===== src/hazardPkg.sv =====
package hazardPkg;

    ////////////////////////////////////////////////////////////
    // Opcodes
    ////////////////////////////////////////////////////////////
    localparam logic [5:0] opR    = 6'h00;
    localparam logic [5:0] opJ    = 6'h02;
    localparam logic [5:0] opJal  = 6'h03;
    localparam logic [5:0] opBeq  = 6'h04;
    localparam logic [5:0] opBne  = 6'h05;
    localparam logic [5:0] opAddi = 6'h08;
    localparam logic [5:0] opAndi = 6'h0c;
    localparam logic [5:0] opOri  = 6'h0d;
    localparam logic [5:0] opLui  = 6'h0f;
    localparam logic [5:0] opLb   = 6'h20;
    localparam logic [5:0] opLh   = 6'h21;
    localparam logic [5:0] opLw   = 6'h23;
    localparam logic [5:0] opSb   = 6'h28;
    localparam logic [5:0] opSh   = 6'h29;
    localparam logic [5:0] opSw   = 6'h2b;

    // R-type function codes
    localparam logic [5:0] fnJr    = 6'h08;
    localparam logic [5:0] fnMfhi  = 6'h10;
    localparam logic [5:0] fnMthi  = 6'h11;
    localparam logic [5:0] fnMflo  = 6'h12;
    localparam logic [5:0] fnMtlo  = 6'h13;
    localparam logic [5:0] fnMult  = 6'h18;
    localparam logic [5:0] fnMultu = 6'h19;
    localparam logic [5:0] fnDiv   = 6'h1a;
    localparam logic [5:0] fnDivu  = 6'h1b;
    localparam logic [5:0] fnAdd   = 6'h20;
    localparam logic [5:0] fnSub   = 6'h22;
    localparam logic [5:0] fnAnd   = 6'h24;
    localparam logic [5:0] fnOr    = 6'h25;
    localparam logic [5:0] fnSlt   = 6'h2a;
    localparam logic [5:0] fnSltu  = 6'h2b;

    ////////////////////////////////////////////////////////////
    // Field types
    ////////////////////////////////////////////////////////////
    typedef logic [4:0] regNum_t;
    typedef logic [1:0] stageT_t;

    // Same word, read as R-type or I-type fields
    typedef union packed {
        struct packed {
            logic [5:0] op;
            regNum_t    rs;
            regNum_t    rt;
            regNum_t    rd;
            logic [4:0] shamt;
            logic [5:0] funct;
        } rView;
        struct packed {
            logic [5:0]  op;
            regNum_t     rs;
            regNum_t     rt;
            logic [15:0] imm;
        } iView;
    } instrWord_t;

    localparam regNum_t linkReg = 5'd31;

    // HI/LO busy periods
    localparam int unsigned mdCountW = 4;
    localparam logic [mdCountW-1:0] multCycles = 4'd5;
    localparam logic [mdCountW-1:0] divCycles  = 4'd10;

endpackage


===== src/useDecoder.sv =====
`timescale 1ns/100ps

module useDecoder import hazardPkg::*; (
    input  instrWord_t instrD,
    output regNum_t    numUseRs,
    output regNum_t    numUseRt,
    output stageT_t    tuseRs,
    output stageT_t    tuseRt
);

    always_comb begin
        // Unread sources carry register zero
        numUseRs = '0;
        numUseRt = '0;
        tuseRs   = 2'd0;
        tuseRt   = 2'd0;

        case (instrD.rView.op)
            opR: begin
                case (instrD.rView.funct)
                    fnAdd, fnSub, fnAnd, fnOr, fnSlt, fnSltu,
                    fnMult, fnMultu, fnDiv, fnDivu: begin
                        numUseRs = instrD.rView.rs;
                        numUseRt = instrD.rView.rt;
                        tuseRs   = 2'd1;
                        tuseRt   = 2'd1;
                    end
                    fnMthi, fnMtlo: begin
                        numUseRs = instrD.rView.rs;
                        tuseRs   = 2'd1;
                    end
                    fnJr: begin
                        // Jump target needed in decode
                        numUseRs = instrD.rView.rs;
                        tuseRs   = 2'd0;
                    end
                    default: begin
                        numUseRs = '0;
                    end
                endcase
            end

            opOri, opAddi, opAndi, opLw, opLb, opLh: begin
                numUseRs = instrD.iView.rs;
                tuseRs   = 2'd1;
            end

            opSw, opSb, opSh: begin
                // Store data is not needed until memory
                numUseRs = instrD.iView.rs;
                numUseRt = instrD.iView.rt;
                tuseRs   = 2'd1;
                tuseRt   = 2'd2;
            end

            opBeq, opBne: begin
                numUseRs = instrD.iView.rs;
                numUseRt = instrD.iView.rt;
                tuseRs   = 2'd0;
                tuseRt   = 2'd0;
            end

            // Lui, j and jal read no register
            default: begin
                numUseRs = '0;
                numUseRt = '0;
            end
        endcase
    end

endmodule


===== src/newDecoder.sv =====
`timescale 1ns/100ps

module newDecoder import hazardPkg::*; (
    input  instrWord_t instrE,
    output regNum_t    numNewE,
    output stageT_t    tnewE
);

    always_comb begin
        numNewE = '0;
        tnewE   = 2'd0;

        case (instrE.rView.op)
            opR: begin
                case (instrE.rView.funct)
                    fnAdd, fnSub, fnAnd, fnOr, fnSlt, fnSltu,
                    fnMfhi, fnMflo: begin
                        numNewE = instrE.rView.rd;
                        tnewE   = 2'd1;
                    end
                    // Mult, div, mthi, mtlo and jr leave the GPRs alone
                    default: begin
                        numNewE = '0;
                    end
                endcase
            end

            opOri, opAddi, opAndi, opLui: begin
                numNewE = instrE.iView.rt;
                tnewE   = 2'd1;
            end

            opLw, opLb, opLh: begin
                // Load data arrives after memory
                numNewE = instrE.iView.rt;
                tnewE   = 2'd2;
            end

            opJal: begin
                numNewE = linkReg;
                tnewE   = 2'd0;
            end

            default: begin
                numNewE = '0;
                tnewE   = 2'd0;
            end
        endcase
    end

endmodule


===== src/newTracker.sv =====
`timescale 1ns/100ps

module newTracker import hazardPkg::*; (
    input  logic    clk,
    input  logic    arstN,
    input  regNum_t numNewE,
    input  stageT_t tnewE,
    output regNum_t numNewM,
    output stageT_t tnewM
);

    stageT_t tnewAged;

    // One cycle closer to ready, floor at zero
    assign tnewAged = (tnewE == 2'd0) ? 2'd0 : tnewE - 2'd1;

    always_ff @(posedge clk or negedge arstN) begin
        if (!arstN) begin
            numNewM <= '0;
            tnewM   <= 2'd0;
        end else begin
            numNewM <= numNewE;
            tnewM   <= tnewAged;
        end
    end

endmodule


===== src/mulDivTimer.sv =====
`timescale 1ns/100ps

module mulDivTimer import hazardPkg::*; (
    input  logic       clk,
    input  logic       arstN,
    input  instrWord_t instrE,
    output logic       mdStart,
    output logic       mdBusy
);

    logic [mdCountW-1:0] mdCount;
    logic                isMul;
    logic                isDiv;

    always_comb begin
        isMul = 1'b0;
        isDiv = 1'b0;
        if (instrE.rView.op == opR) begin
            case (instrE.rView.funct)
                fnMult, fnMultu: isMul = 1'b1;
                fnDiv, fnDivu:   isDiv = 1'b1;
                default:         isMul = 1'b0;
            endcase
        end
    end

    assign mdBusy  = (mdCount != '0);
    assign mdStart = (isMul | isDiv) & ~mdBusy;

    // Busy while the down-counter is non-zero
    always_ff @(posedge clk or negedge arstN) begin
        if (!arstN) begin
            mdCount <= '0;
        end else if (mdStart) begin
            mdCount <= isDiv ? divCycles : multCycles;
        end else if (mdBusy) begin
            mdCount <= mdCount - mdCountW'(1);
        end
    end

endmodule


===== src/hazardUnit.sv =====
`timescale 1ns/100ps

module hazardUnit import hazardPkg::*; (
    input  logic       clk,
    input  logic       arstN,
    input  instrWord_t instrD,
    input  instrWord_t instrE,
    output logic       pcWrite,
    output logic       ifIdEn,
    output logic       idExClr,
    output regNum_t    tuseRsD,
    output regNum_t    tuseRtD,
    output stageT_t    tnewE,
    output stageT_t    tnewM,
    output logic       mdBusy
);

    regNum_t numUseRs;
    regNum_t numUseRt;
    stageT_t tuseRs;
    stageT_t tuseRt;
    regNum_t numNewE;
    regNum_t numNewM;
    logic    mdStart;
    logic    stall;

    // Source still waits on a pending write
    function automatic logic srcStall(regNum_t num, stageT_t tuse);
        logic hitE;
        logic hitM;
        hitE = (num == numNewE) && (tuse < tnewE);
        hitM = (num == numNewM) && (tuse < tnewM);
        return (num != '0) && (hitE || hitM);
    endfunction

    useDecoder useDec (
        .instrD   (instrD),
        .numUseRs (numUseRs),
        .numUseRt (numUseRt),
        .tuseRs   (tuseRs),
        .tuseRt   (tuseRt)
    );

    newDecoder newDec (
        .instrE  (instrE),
        .numNewE (numNewE),
        .tnewE   (tnewE)
    );

    newTracker newTrk (
        .clk     (clk),
        .arstN   (arstN),
        .numNewE (numNewE),
        .tnewE   (tnewE),
        .numNewM (numNewM),
        .tnewM   (tnewM)
    );

    mulDivTimer mdTimer (
        .clk     (clk),
        .arstN   (arstN),
        .instrE  (instrE),
        .mdStart (mdStart),
        .mdBusy  (mdBusy)
    );

    ////////////////////////////////////////////////////////////
    // Stall decision
    ////////////////////////////////////////////////////////////
    always_comb begin
        stall = srcStall(numUseRs, tuseRs) | srcStall(numUseRt, tuseRt) |
                mdStart | mdBusy;
    end

    assign pcWrite = ~stall;
    assign ifIdEn  = ~stall;
    assign idExClr = stall;

    assign tuseRsD = numUseRs;
    assign tuseRtD = numUseRt;

endmodule


===== src/stageRegs.sv =====
`timescale 1ns/100ps

module stageRegs import hazardPkg::*; (
    input  logic       clk,
    input  logic       arstN,
    input  instrWord_t instrF,
    input  logic       ifIdEn,
    input  logic       idExClr,
    output instrWord_t instrD,
    output instrWord_t instrE
);

    // IF/ID holds its word while stalled
    always_ff @(posedge clk or negedge arstN) begin
        if (!arstN) begin
            instrD <= '0;
        end else if (ifIdEn) begin
            instrD <= instrF;
        end
    end

    // ID/EX takes a nop bubble on clear
    always_ff @(posedge clk or negedge arstN) begin
        if (!arstN) begin
            instrE <= '0;
        end else if (idExClr) begin
            instrE <= '0;
        end else begin
            instrE <= instrD;
        end
    end

endmodule


===== src/hazardPipe.sv =====
`timescale 1ns/100ps

module hazardPipe import hazardPkg::*; (
    input  logic       clk,
    input  logic       arstN,
    input  instrWord_t instrF,
    output logic       pcWrite,
    output logic       ifIdEn,
    output logic       idExClr,
    output regNum_t    tuseRsD,
    output regNum_t    tuseRtD,
    output stageT_t    tnewE,
    output stageT_t    tnewM,
    output logic       mdBusy
);

    instrWord_t instrD;
    instrWord_t instrE;

    stageRegs stages (
        .clk     (clk),
        .arstN   (arstN),
        .instrF  (instrF),
        .ifIdEn  (ifIdEn),
        .idExClr (idExClr),
        .instrD  (instrD),
        .instrE  (instrE)
    );

    hazardUnit hazard (
        .clk     (clk),
        .arstN   (arstN),
        .instrD  (instrD),
        .instrE  (instrE),
        .pcWrite (pcWrite),
        .ifIdEn  (ifIdEn),
        .idExClr (idExClr),
        .tuseRsD (tuseRsD),
        .tuseRtD (tuseRtD),
        .tnewE   (tnewE),
        .tnewM   (tnewM),
        .mdBusy  (mdBusy)
    );

endmodule


===== config.mk =====
export PLATFORM = sky130hd
export DESIGN_NAME = hazardPipe
export DESIGN_NICKNAME = d
export VERILOG_FILES = /design/src/hazardPkg.sv /design/src/useDecoder.sv /design/src/newDecoder.sv /design/src/newTracker.sv /design/src/mulDivTimer.sv /design/src/hazardUnit.sv /design/src/stageRegs.sv /design/src/hazardPipe.sv
export SDC_FILE = /design/constraint.sdc
export NUM_CORES = 1
export LEC_CHECK = 0
export ABC_AREA = 1
export BUFFER_PORTS_ARGS = -buffer_cell sky130_fd_sc_hd__buf_4
export CORE_MARGIN = 3
export CORE_UTILIZATION = 60
export CTS_BUF_LIST = sky130_fd_sc_hd__clkbuf_4 sky130_fd_sc_hd__clkbuf_8
export DETAILED_ROUTE_END_ITERATION = 12
export PLACE_DENSITY = 0.84
export SETUP_SLACK_MARGIN = 0.05
export SLEW_MARGIN = 40
export SYNTH_ARGS = -nofsm -noshare
export SYNTH_HDL_FRONTEND = slang
export SYNTH_SLANG_ARGS = --single-unit

===== constraint.sdc =====
create_clock -name clk -period 5 [get_ports clk]
set_input_delay 0.5 -clock clk [delete_from_list [all_inputs] [get_ports clk]]
set_output_delay 0.5 -clock clk [all_outputs]
set_load 0.005 [all_outputs]

==> results.txt, run 1 <==
The run gives 0.740 as the post-route core utilization. Entering global routing, the biggest net connects 61 pins. In this run, placement finished with an instance count of 559. The floorplan step defined a die boundary enclosing 0.00644 sq mm. Summed over all cells, the static leakage comes to 0.00219 uW.

Once the clock tree was built, the setup fixing pass inserted 0 buffers. Initial standard-cell utilization of the core: 0.636. Leaving out fill and tap cells, the most frequent cells in the layout are sky130_fd_sc_hd__nand2_1 (149), sky130_fd_sc_hd__dfrtp_1 (60), sky130_fd_sc_hd__inv_1 (59), sky130_fd_sc_hd__nor2_1 (59), sky130_fd_sc_hd__buf_4 (48).

The logs give 493 for the synthesized netlist net count and 0 for the sum of overflow across all layers after global routing. Summing all non-filler instances in the final layout gives an area of 0.00385 sq mm. Tracing the worst setup path back leads to its startpoint at stages.instrE[26]. Leading register cell type out of synthesis: sky130_fd_sc_hd__dfrtp_1. The share of synthesized cell area in full adder, half adder and majority cells came out at 0.0151. The logs give 3116 for the via total after detailed routing and 0 for the max-capacitance violation count.

Clock tree synthesis selected as its root buffer the cell sky130_fd_sc_hd__clkbuf_8. The count of cells in the finished layout, fillers not included, comes to 575. The tools report the reg-to-reg critical path endpoint as stages.instrD[23]. The tools report the total DRC errors in the routed layout as 0.

The synthesized design contains 0 enable-type register cells. The tools report the number of global-route vias before repair as 2841. The remaining number of nets flagged by the antenna check after routing is 0, and the final critical delay including setup and external delays is 3.98 ns.

After filler insertion, the fill cell instance count of the layout stands at 410. The largest family of logic cells by synthesized area was simple AND/OR/NAND/NOR gates. The congestion estimate from routability-driven global placement came to 0.942. In the final design database the tool counted 538 nets. TritonCTS built the clock tree. The required time of the worst setup path is 4.50 ns.

After technology mapping, the gate count stands at 455. The placed instances occupy a cell area of 0.00366 sq mm. For this design, the slowest cell found on the critical path is sky130_fd_sc_hd__nor3b_2. Worst stage delay on the critical path: 0.55 ns. On the final layout, the worst clock skew is 0.00702 ns. Setup repair after global routing left no endpoint under its margin. The run gives 5 as the first-pass detailed-route iteration total.

Launching element type of the critical path: a flip-flop. In this run the core area contains 26 standard-cell rows. The cell depth of the worst flop-to-flop path was 16; the slew at the pin closest to its max-slew limit was 0.720 ns. The compound-cell area share of the yosys netlist is 0.0257, and the core area is 0.00520 sq mm. The logs give 262 for the initial DRC count and 2280 uW for the overall power consumption. The cell area that synthesis handed to floorplanning was 0.00331 sq mm. The average wire per cell in the routed design works out to 13.0 microns. The run gives 3.48 ns as the worst endpoint data arrival time. Xor and xnor fraction of the mapped netlist area: 0.00265.

The tools report the deepest level of the CTS H-tree as 3. Measured along the x axis, the die boundary spans 80.3 microns. The most common library cell in the layout ignoring fill and taps is sky130_fd_sc_hd__nand2_1. The most numerous cell type found on the critical path is sky130_fd_sc_hd__nand2_1.

Following the worst setup path forward leads to its endpoint at ifIdEn. For the worst slew margin relative to its limit, the log shows 0.520. Clock-pin slew was measured on the worst setup and hold paths at 0.07 ns. Along the worst path, the maximum fanout reaches 51. The number of antenna violations at the first check in global routing was 0; the area added between synthesis and finish was 16.3%. The post-DP HPWL is 5270 microns. The max-slew violation count was 0. The overall global routing resource usage was 0.261. Dividing the detail-routed via count by the number of cells gives 5.42. The final setup TNS is 0 ns. For the clock network latency to the later pin of the worst-skew pair, the log shows 0.34 ns. The tools report the total number of yosys warnings as 0. The clock passes through at most 2 buffers. The peak clock frequency supported by timing was 251 MHz; the y dimension of the die was 80.3 microns. The portion of the post-synthesis area used by sequential elements is 0.454, and the distinct cell type count after synthesis is 27. The tools report the quantity of hold-fixing buffers added after cts as 0.

Gates resized during post-CTS repair numbered 0. Input and output buffers added on the ports amount to 46. VDD sags by at most 0.000331 V. The post-synthesis register bit count is 60, and the clock buffer count from CTS is 9.

The tightest min-delay check is of the input pin to asynchronous set/reset pin type. Share of synthesized flip-flops with an asynchronous set or reset: 1.00. The antenna diode instance count was 0. For this design, the sink count on the clock tree is 60. 52 I/O pins were placed. The worst register-to-register path begins at stages.instrE[26]. The synthesized-area fraction occupied by and/or/nand/nor cells is 0.400, and the global-route wire length before repair is 12900 microns.

The classification of the worst setup path was flip-flop to primary output. Walking the worst path, the cells encountered are inv_1 -> nand2_1 -> nor3b_2 -> nand3_1 -> nand2_1 -> inv_1 -> nand2_1 -> nand2_1 -> nor2_1 -> nand3_1 -> nand2_1 -> nand2_2 -> nand3_4 -> buf_4 -> inv_1 -> buf_4. The setup check on the worst reg-to-reg path leaves a slack of 1.80 ns. The multiplexer fraction of the synthesized cell area works out to 0.

The ratio of total power to cell area came out at 591 mW/mm^2. Setup violations remaining at the end of the flow were counted as 0. The final cycle utilization of the critical path works out to 0.795. The ratio of cells with drive above 1 in the final layout works out to 0.150.

The final hold violation count was 0; the mean cell area of the mapped netlist was 7.27 sq um. Kind of capture point of the worst setup path: a primary output. The flow ran to the end, and the final reports show no timing, DRC or antenna violations.

For this block, the routed nets add up to 7480 microns of wire.
[logic make-up after synthesis]
kind of cell / count (synthesis)
AOI/OAI and AO/OA: 15
buffers and inverters: 75
DFF: 60
adders and majority gates: 4
xor gates and xnor gates: 1
other: 1
and+or+nand+nor: 299
[metal layers]
layer	vias to the layer above	track usage	wire (microns)
met4	0	0.128	192
met5	-	0	0
met3	25	0.0404	533
met2	130	0.415	3570
li1	1530	-	-
met1	1431	0.349	3180
[flip-flops by register name, indices dropped and copies added (netlist names)]
| name | cells |
|---|---|
| hazard.mdTimer.mdCount | 4 |
| hazard.newTrk.numNewM | 5 |
| hazard.newTrk.tnewM | 2 |
| stages.instrD | 27 |
| stages.instrE | 22 |
[how the worst min path moves through the flow]
stage | from | endpoint | slack [ns] | cells after the start
finish | arstN | stages.instrE[28] | 0.21 | 1
floorplan | arstN | hazard.mdTimer.mdCount[0] | 0.20 | 0
global route | arstN | stages.instrD[27] | 0.28 | 1
detailed placement | stages.instrD[13] | stages.instrD[13] | 0.46 | 2
CTS | arstN | hazard.newTrk.tnewM[1] | 0.25 | 1
global placement | stages.instrD[11] | stages.instrD[11] | 0.46 | 2
[through the flow]
stage	setup slack (ns)	hold WS [ns]
2_1_floorplan	2.46	0.204
3_3_place_gp	1.54	0.456
3_5_place_dp	1.42	0.459
4_1_cts	1.04	0.247
5_1_grt	0.624	0.277
6_report	1.02	0.214
[report_power, final]
part / internal [uW] / total, uW / leakage [uW] / switching (uW)
Sequential: 651 / 806 / 0.000779 / 155
Clock: 237 / 419 / 0.000104 / 183
Combinational: 353 / 1050 / 0.00130 / 697
[worst max-delay path, delay by kind of cell (launching register included)]
kind,cells,cell delay [ns]
flops,1,0.39
simple gates,11,1.88
buf+inv,5,0.85
[final cells by class]
| class | count | area [sq um] | area share |
|---|---|---|---|
| Sequential cell | 60 | 1500 | 0.390 |
| Multi-Input combinational cell | 320 | 1480 | 0.384 |
| Timing Repair Buffer | 48 | 360 | 0.0936 |
| Inverter | 61 | 229 | 0.0595 |
| Clock buffer | 15 | 188 | 0.0487 |
| Tap cell | 70 | 87.6 | 0.0227 |
| Clock inverter | 1 | 5.00 | 0.00130 |
[cells in the mapped netlist, types with 2 or more instances]
library cell	instances	area, sq um
sky130_fd_sc_hd__a21oi_1	7	35.0
sky130_fd_sc_hd__a31oi_1	2	12.5
sky130_fd_sc_hd__buf_2	4	20.0
sky130_fd_sc_hd__buf_6	6	67.6
sky130_fd_sc_hd__clkbuf_1	3	11.3
sky130_fd_sc_hd__dfrtp_1	60	1500
sky130_fd_sc_hd__ha_1	4	50.1
sky130_fd_sc_hd__inv_1	59	221
sky130_fd_sc_hd__inv_2	2	7.51
sky130_fd_sc_hd__nand2_1	149	559
sky130_fd_sc_hd__nand2_2	4	25.0
sky130_fd_sc_hd__nand2_4	3	33.8
sky130_fd_sc_hd__nand3_1	45	225
sky130_fd_sc_hd__nand4_1	33	206
sky130_fd_sc_hd__nor2_1	59	221
sky130_fd_sc_hd__nor3_1	2	10.0
sky130_fd_sc_hd__o211ai_1	2	15.0
sky130_fd_sc_hd__o21ai_0	2	10.0
Power figures use the tool's default switching activity.
==> run 2: changes to the inputs <==
- CORE_UTILIZATION: 60 -> 59
- PLACE_DENSITY: 0.84 -> 0.83
- clock period: 5 -> 4.2 ns (I/O delays scaled with it)
==> run 2 against run 1 <==
Net effect:
- count of clock-buffer cells in the layout fell by 4
- core utilization fell by 0.68 points
- sequential power rose by 19%
- clock power rose by 27%
- largest cell class unchanged
- largest power group unchanged
- highest routed layer unchanged
==> results.txt, run 2 (same netlist as run 1, synthesis figures left out) <==
Initial standard-cell utilization of the core: 0.628. The tools report the maximum ir drop on the vdd rail as 0.000421 V. Setup repair after global routing left no endpoint under its margin. The number of global-route vias before repair is 2932. After detailed routing, the number of remaining DRC violations is 0. Pin placement for this block handled 52 I/O pins. In the final layout, the registers with the most flip-flops are stages.instrD x27, stages.instrE x22, hazard.newTrk.numNewM x5.

The worst setup path is of the flip-flop to primary output kind. Entering global routing, the biggest net connects 61 pins. The ratio of cells with drive above 1 in the final layout is 0.150.

After the flow finishes, the layout carries non-filler instances totaling 575. The average wire per cell in the routed design came out at 13.3 microns. The longest clock path from root to sink contains 2 buffers. The highest-delay cell along the critical path was sky130_fd_sc_hd__nor3b_2. The run finished with clean final reports.

The max-capacitance violation count was 0; the final critical delay including setup and external delays was 3.42 ns. Walking the worst path, the cells encountered are nor2_1 -> nor3b_2 -> nand3_1 -> nand2_1 -> inv_1 -> nand2_1 -> nand2_1 -> nor2_1 -> nand3_1 -> nand2_1 -> nand2_2 -> nand3_4 -> inv_1 -> buf_4. TritonCTS built the clock tree. Data arrives at the worst endpoint at 3.00 ns. Including well taps, the total number of placed cells is 559. Clock transition at the register clock pins on the worst setup and hold paths after CTS: 0.07 ns. Using the TritonRoute via totals, the vias-per-cell ratio works out to 5.44. For this design the static power due to leakage is 0.00219 uW.

Along the worst path, the maximum fanout reaches 28. In this run the horizontal extent of the chip is 80.9 microns. The filler cell count was 433; the buffering stage count on the worst path with inverters included was 3. For the initial DRC count, the log shows 205.

For the number of antenna violations at the first check in global routing, the log shows 0. The cell family contributing the most delay on the critical path is simple AND/OR/NAND/NOR gates. The peak clock frequency supported by timing was 292 MHz. The tools report the kind of capture point of the worst setup path as a primary output.

Buffers inserted during clock tree synthesis total 9. The ratio of total power to cell area was 712 mW/mm^2. In the layout the commonest cells are sky130_fd_sc_hd__nand2_1 (149), sky130_fd_sc_hd__dfrtp_1 (60), sky130_fd_sc_hd__inv_1 (59), sky130_fd_sc_hd__nor2_1 (59), sky130_fd_sc_hd__buf_4 (48).

After detailed routing, the total wire length is 7660 microns. In this run, post-CTS repair resized a total of 0 instances. The count of nets left with antenna violations once routing finished came out at 0. The area added between synthesis and finish came out at 16.7%. Counting flops per register, the top entry is stages.instrD. Measured along the y axis, the die boundary spans 80.9 microns. For the deepest level of the CTS H-tree, the log shows 3. CTS placed an instance of sky130_fd_sc_hd__clkbuf_8 at the clock tree root. The number of input and output port buffers inserted was 46; the number of clock sinks seen by CTS was 60. The final cycle utilization of the critical path was 0.815; the flip-flop count of the largest register, all copies and words added was 27.

The clock network latency to the later pin of the worst-skew pair came out at 0.33 ns. The first-pass detailed-route iteration total was 5; the core area was 0.00527 sq mm. Across all hold checks on the routed design, the worst slack comes to 0.143 ns.

The clock arrives with 0.00616 ns of skew. The logs give 0 for the final hold violation count and 3127 for the via total after detailed routing. The global-route wire length before repair is 13200 microns. The worst slew margin relative to its limit came out at 0.522. The die covers 0.00654 sq mm.

0 antenna diodes ended up in the layout. The largest single stage delay on the critical path is 0.52 ns. STA puts the critical path data required time at 3.78 ns.

The cell seen most often among critical-path stages is sky130_fd_sc_hd__nand2_1. Detailed placement ended at an HPWL of 5450 microns. The min-delay analysis places its worst path in the category input pin to asynchronous set/reset pin. STA classifies the critical path startpoint as a flip-flop. After the last flow step, the layout net total stands at 538. Setup violations remaining at the end of the flow were counted as 0. For the pin with the worst max-slew slack, the measured transition is 0.717 ns. The run gives 0 as the quantity of hold-fixing buffers added after cts. The most common library cell in the layout ignoring fill and taps was sky130_fd_sc_hd__nand2_1. For the final routed database, the setup TNS stands at 0 ns. The overall global routing resource usage was 0.261; the max-slew violation count was 0. The congestion estimate from routability-driven global placement came to 0.953.

The logs give 0 for the number of setup buffers added after CTS and 26 for the standard-cell row count. Summed over all layers, the global routing overflow is 0.
==> run 2: final timing paths <==
| kind | cells after the start | slack, ns | endpoint | start |
|---|---|---|---|---|
| worst max-delay path | 14 | 0.78 | pcWrite | stages.instrE[29] |
| worst min-delay path | 1 | 0.14 | hazard.mdTimer.mdCount[2] | arstN |
| worst max register to register | 15 | 1.01 | stages.instrD[18] | stages.instrE[29] |
| worst min register to register | 2 | 0.48 | stages.instrD[12] | stages.instrD[12] |
| max in group asynchronous | 1 | 3.58 | stages.instrE[17] | arstN |
| min in group clk | 3 | 0.34 | stages.instrD[12] | instrF[12] |
==> run 2: where the power goes <==
part / leakage [uW] / total [uW] / switching [uW] / internal [uW]
registers: 0.000779 / 963 / 188 / 775
logic: 0.00130 / 1250 / 835 / 420
clock network: 0.000103 / 531 / 232 / 299
total: 0.00219 / 2750 / 1260 / 1490
==> run 2: layer usage <==
layer  track usage  part of all wire  wire (microns)  vias to the layer above
met3        0.0488             0.057             433                       22
met2         0.419              0.46            3560                      103
met1         0.342              0.45            3470                     1468
met5             0                 0               0                        -
met4         0.122             0.026             200                        0
li1              -                 -               -                     1534
==> run 2: per-stage QoR <==
step / utilization / setup slack [ns] / instance area, sq um / power (uW)
finish: 0.733 / 0.778 / 3860 / 2750
global route: 0.733 / 0.428 / 3860 / 3000
CTS: 0.733 / 0.795 / 3860 / 2750
detailed placement: 0.694 / 1.08 / 3660 / 2210
global placement: 0.694 / 1.19 / 3660 / 2150
floorplan: - / 1.74 / 3310 / 1890
==> run 2: final cells by class <==
cell class,instances,area [sq um],area share
timing repair buffer,48,360,0.0933
clock buffer,11,145,0.0376
sequential,60,1500,0.389
inverter,61,229,0.0593
tap,70,87.6,0.0227
clock inverter,5,60.1,0.0155
multi-input combinational,320,1480,0.383
==> run 3: changes to the inputs <==
- CORE_UTILIZATION: 59 -> 53
- PLACE_DENSITY: 0.83 -> 0.78
- clock period: 4.2 -> 2.89 ns (I/O delays scaled with it)
==> run 3 against run 2 <==
Net effect:
- die area increased by 10%
- global-route usage decreased by 3.3 points
- clock skew increased by 0.0042 ns
- largest cell class is now multi-input gates
- combinational power is 86% higher
- non-clock buffer count up 22
- sequential share of layout area shrank 3.2 points
- power grew 64%
- cell count up 4.9%
- largest power group unchanged
==> results.txt, run 3 (same netlist as run 1, synthesis figures left out) <==
The flow ran to the end, and the final reports show no timing, DRC or antenna violations. For the max-slew violation count, the log shows 0. Setup violations remaining at the end of the flow were counted as 0. Final hold violation count: 0. STA classifies the critical path startpoint as a flip-flop. The run gives 561 as the layout net count. The static leakage power was 0.00232 uW. The maximum number of pins on one net before global-route repair is 61. The highest-delay cell along the critical path was sky130_fd_sc_hd__dfrtp_1. Summed over all layers, the routed wires come to 8340 microns.

On the critical path the largest part of the delay comes from simple AND/OR/NAND/NOR gates. Summed over all layers, the global routing overflow is 0. The total DRC errors in the routed layout was 0; the worst clock skew was 0.0104 ns. The antenna diode instance count was 0. The class of the worst hold path was input pin to flip-flop. Counting both buffers and inverters, the worst setup path holds a total of 4.

For the number of antenna violations at the first check in global routing, the log shows 0. The maximum number of buffers from clock root to sink was 2; the initial standard-cell utilization of the core was 0.552. TritonCTS built the clock tree. The number of placed I/O pins was 52; the highest net fanout along the worst path was 6. The final cycle utilization of the critical path was 0.944; the deepest level of the CTS H-tree was 3. The ratio of total power to cell area was 1070 mW/mm^2; the number of input and output port buffers inserted was 46. The average wire per cell in the routed design was 13.8 microns; the worst stage delay on the critical path was 0.41 ns.

Including well taps, the total number of placed cells is 567. At the worst endpoint, the required time is 2.60 ns. In the routed layout, each cell is associated on average with a via count of 5.43. The largest register by flop count is stages.instrD. The clock buffer count from CTS is 9. The signal on the critical path passes through inv_2 -> nand2_1 -> nand4_1 -> nand3_1 -> nor2_4 -> buf_12 -> nand2_4 -> nand3_1 -> nand2_1 -> nor2_2 -> nand3_2 -> nand2_2 -> nand2_4 -> nand3_4 -> inv_1 -> buf_4. The clock transition at the register clock pins on the worst setup and hold paths after CTS is 0.07 ns.

IR analysis of the VDD net gives a maximum drop of 0.000708 V. The largest registers in the layout are stages.instrD x27, stages.instrE x22, hazard.newTrk.numNewM x5. For this run, the number of standard cells in the final layout without fillers is 603. For the global-route wire length before repair, the log shows 13100 microns. The kind of capture point of the worst setup path is a primary output.

At the worst endpoint, the arrival time is 2.44 ns. The library cell used most frequently in the layout, excluding fill and tap cells, is sky130_fd_sc_hd__nand2_1. In the layout the commonest cells are sky130_fd_sc_hd__nand2_1 (137), sky130_fd_sc_hd__buf_4 (65), sky130_fd_sc_hd__dfrtp_1 (57). Via total after detailed routing: 3272.

Clock latency on the worst-skew pair, taken at its later pin, is 0.35 ns. The tool flagged a number of max-cap violations equal to 0. The die is 85.0 microns tall. Fill cells in the final layout number 458. Last weighted congestion value of the routability-driven placer: 0.902. First-pass detailed-route iteration total: 5.

The number of clock sinks seen by CTS is 60. The width of the die came out at 85.0 microns. For the remaining number of nets flagged by the antenna check after routing, the log shows 0. The master cell of the clock root buffer is sky130_fd_sc_hd__clkbuf_8.

The die covers 0.00723 sq mm. The tools report the number of global-route vias before repair as 2908. The smallest clock period supported by the final layout is computed as 2.73 ns. Classification of the worst setup path: flip-flop to primary output. The floorplan step defined a core boundary enclosing 0.00599 sq mm. Detailed placement ended at an HPWL of 5560 microns. Area added between synthesis and finish: 27.6%.

Ratio of cells with drive above 1 in the final layout: 0.250. The tools report the peak clock frequency supported by timing as 366 MHz. The register with the most flip-flops in the layout has 27 of them.

For flop-to-flop paths, the worst setup slack is 0.41 ns. For this block, the initial DRC count from the detailed router was 268. Setup total negative slack on the finished layout was measured at 0 ns. The overall global routing resource usage was 0.228. The standard-cell row count was 28.
-- run 3: changes by cell type in the layout (fill, tap and decap cells not counted), sizes merged --
cell / before / now
inv: 62 / 61
clkinv: 2 / 4
nand2: 156 / 157
clkbuf: 11 / 10
buf: 48 / 69
dlygate4sd3: 0 / 1
-- run 3: cell type report --
type / count / area, sq um / share of cell area
clock buffer: 10 / 131 / 0.0311
clock inverter: 6 / 65.1 / 0.0154
inverter: 61 / 229 / 0.0542
multi-input combinational: 321 / 1620 / 0.384
sequential: 60 / 1510 / 0.356
tap: 75 / 93.8 / 0.0222
timing repair buffer: 70 / 578 / 0.137
-- run 3: worst paths after layout --
check                                                end  cells past startpoint              start
worst min register to register         stages.instrD[13]                      2  stages.instrD[13]
min in group asynchronous       hazard.newTrk.numNewM[0]                      2              arstN
worst max-delay path                              ifIdEn                     16  stages.instrD[28]
max in group asynchronous               stages.instrD[0]                      3              arstN
worst max register to register         stages.instrD[26]                     16  stages.instrD[30]
worst min-delay path                   stages.instrD[13]                      3         instrF[13]
-- run 3: what timing repair did --
action | in CTS | in global routing
resized for setup | 5 | 38
hold buffers | 0 | 1
endpoints found under the hold margin | 0 | 13
setup buffers | 0 | 17
gates cloned | 0 | 1
pin swaps | 0 | 15
endpoints found under the setup margin | 3 | 3
-- run 3: routing by layer --
metal  wire length, microns  GRT usage
met2                   4050      0.362
met1                   3490      0.304
met5                      0          0
met4                    214     0.0863
met3                    582     0.0553
-- run 3: per-stage QoR --
stage	setup slack (ns)	instance area, sq um	total power [uW]	hold WS (ns)	util
after floorplan	0.563	3310	2750	-0.00659	-
after global placement	0.387	3700	3220	0.395	0.617
after detailed placement	0.324	3700	3290	0.398	0.617
after CTS	0.0511	3910	4070	0.0195	0.652
after global routing	-0.0328	4220	4880	0.189	0.705
final	0.161	4220	4510	0.190	0.705
-- run 3: worst reg2reg max path: cells and delay by family, from the launching register on --
| family | cells | cell delay [ns] |
|---|---|---|
| AO/OA/AOI/OAI | 1 | 0.09 |
| buffers and inverters | 3 | 0.56 |
| flip-flops | 1 | 0.43 |
| AND/OR/NAND/NOR | 12 | 1.34 |
-- run 3: report_power, final --
| group | internal (uW) | switching, uW | total [uW] |
|---|---|---|---|
| sequential | 1130 | 296 | 1430 |
| clock | 407 | 351 | 758 |
| combinational | 920 | 1410 | 2330 |
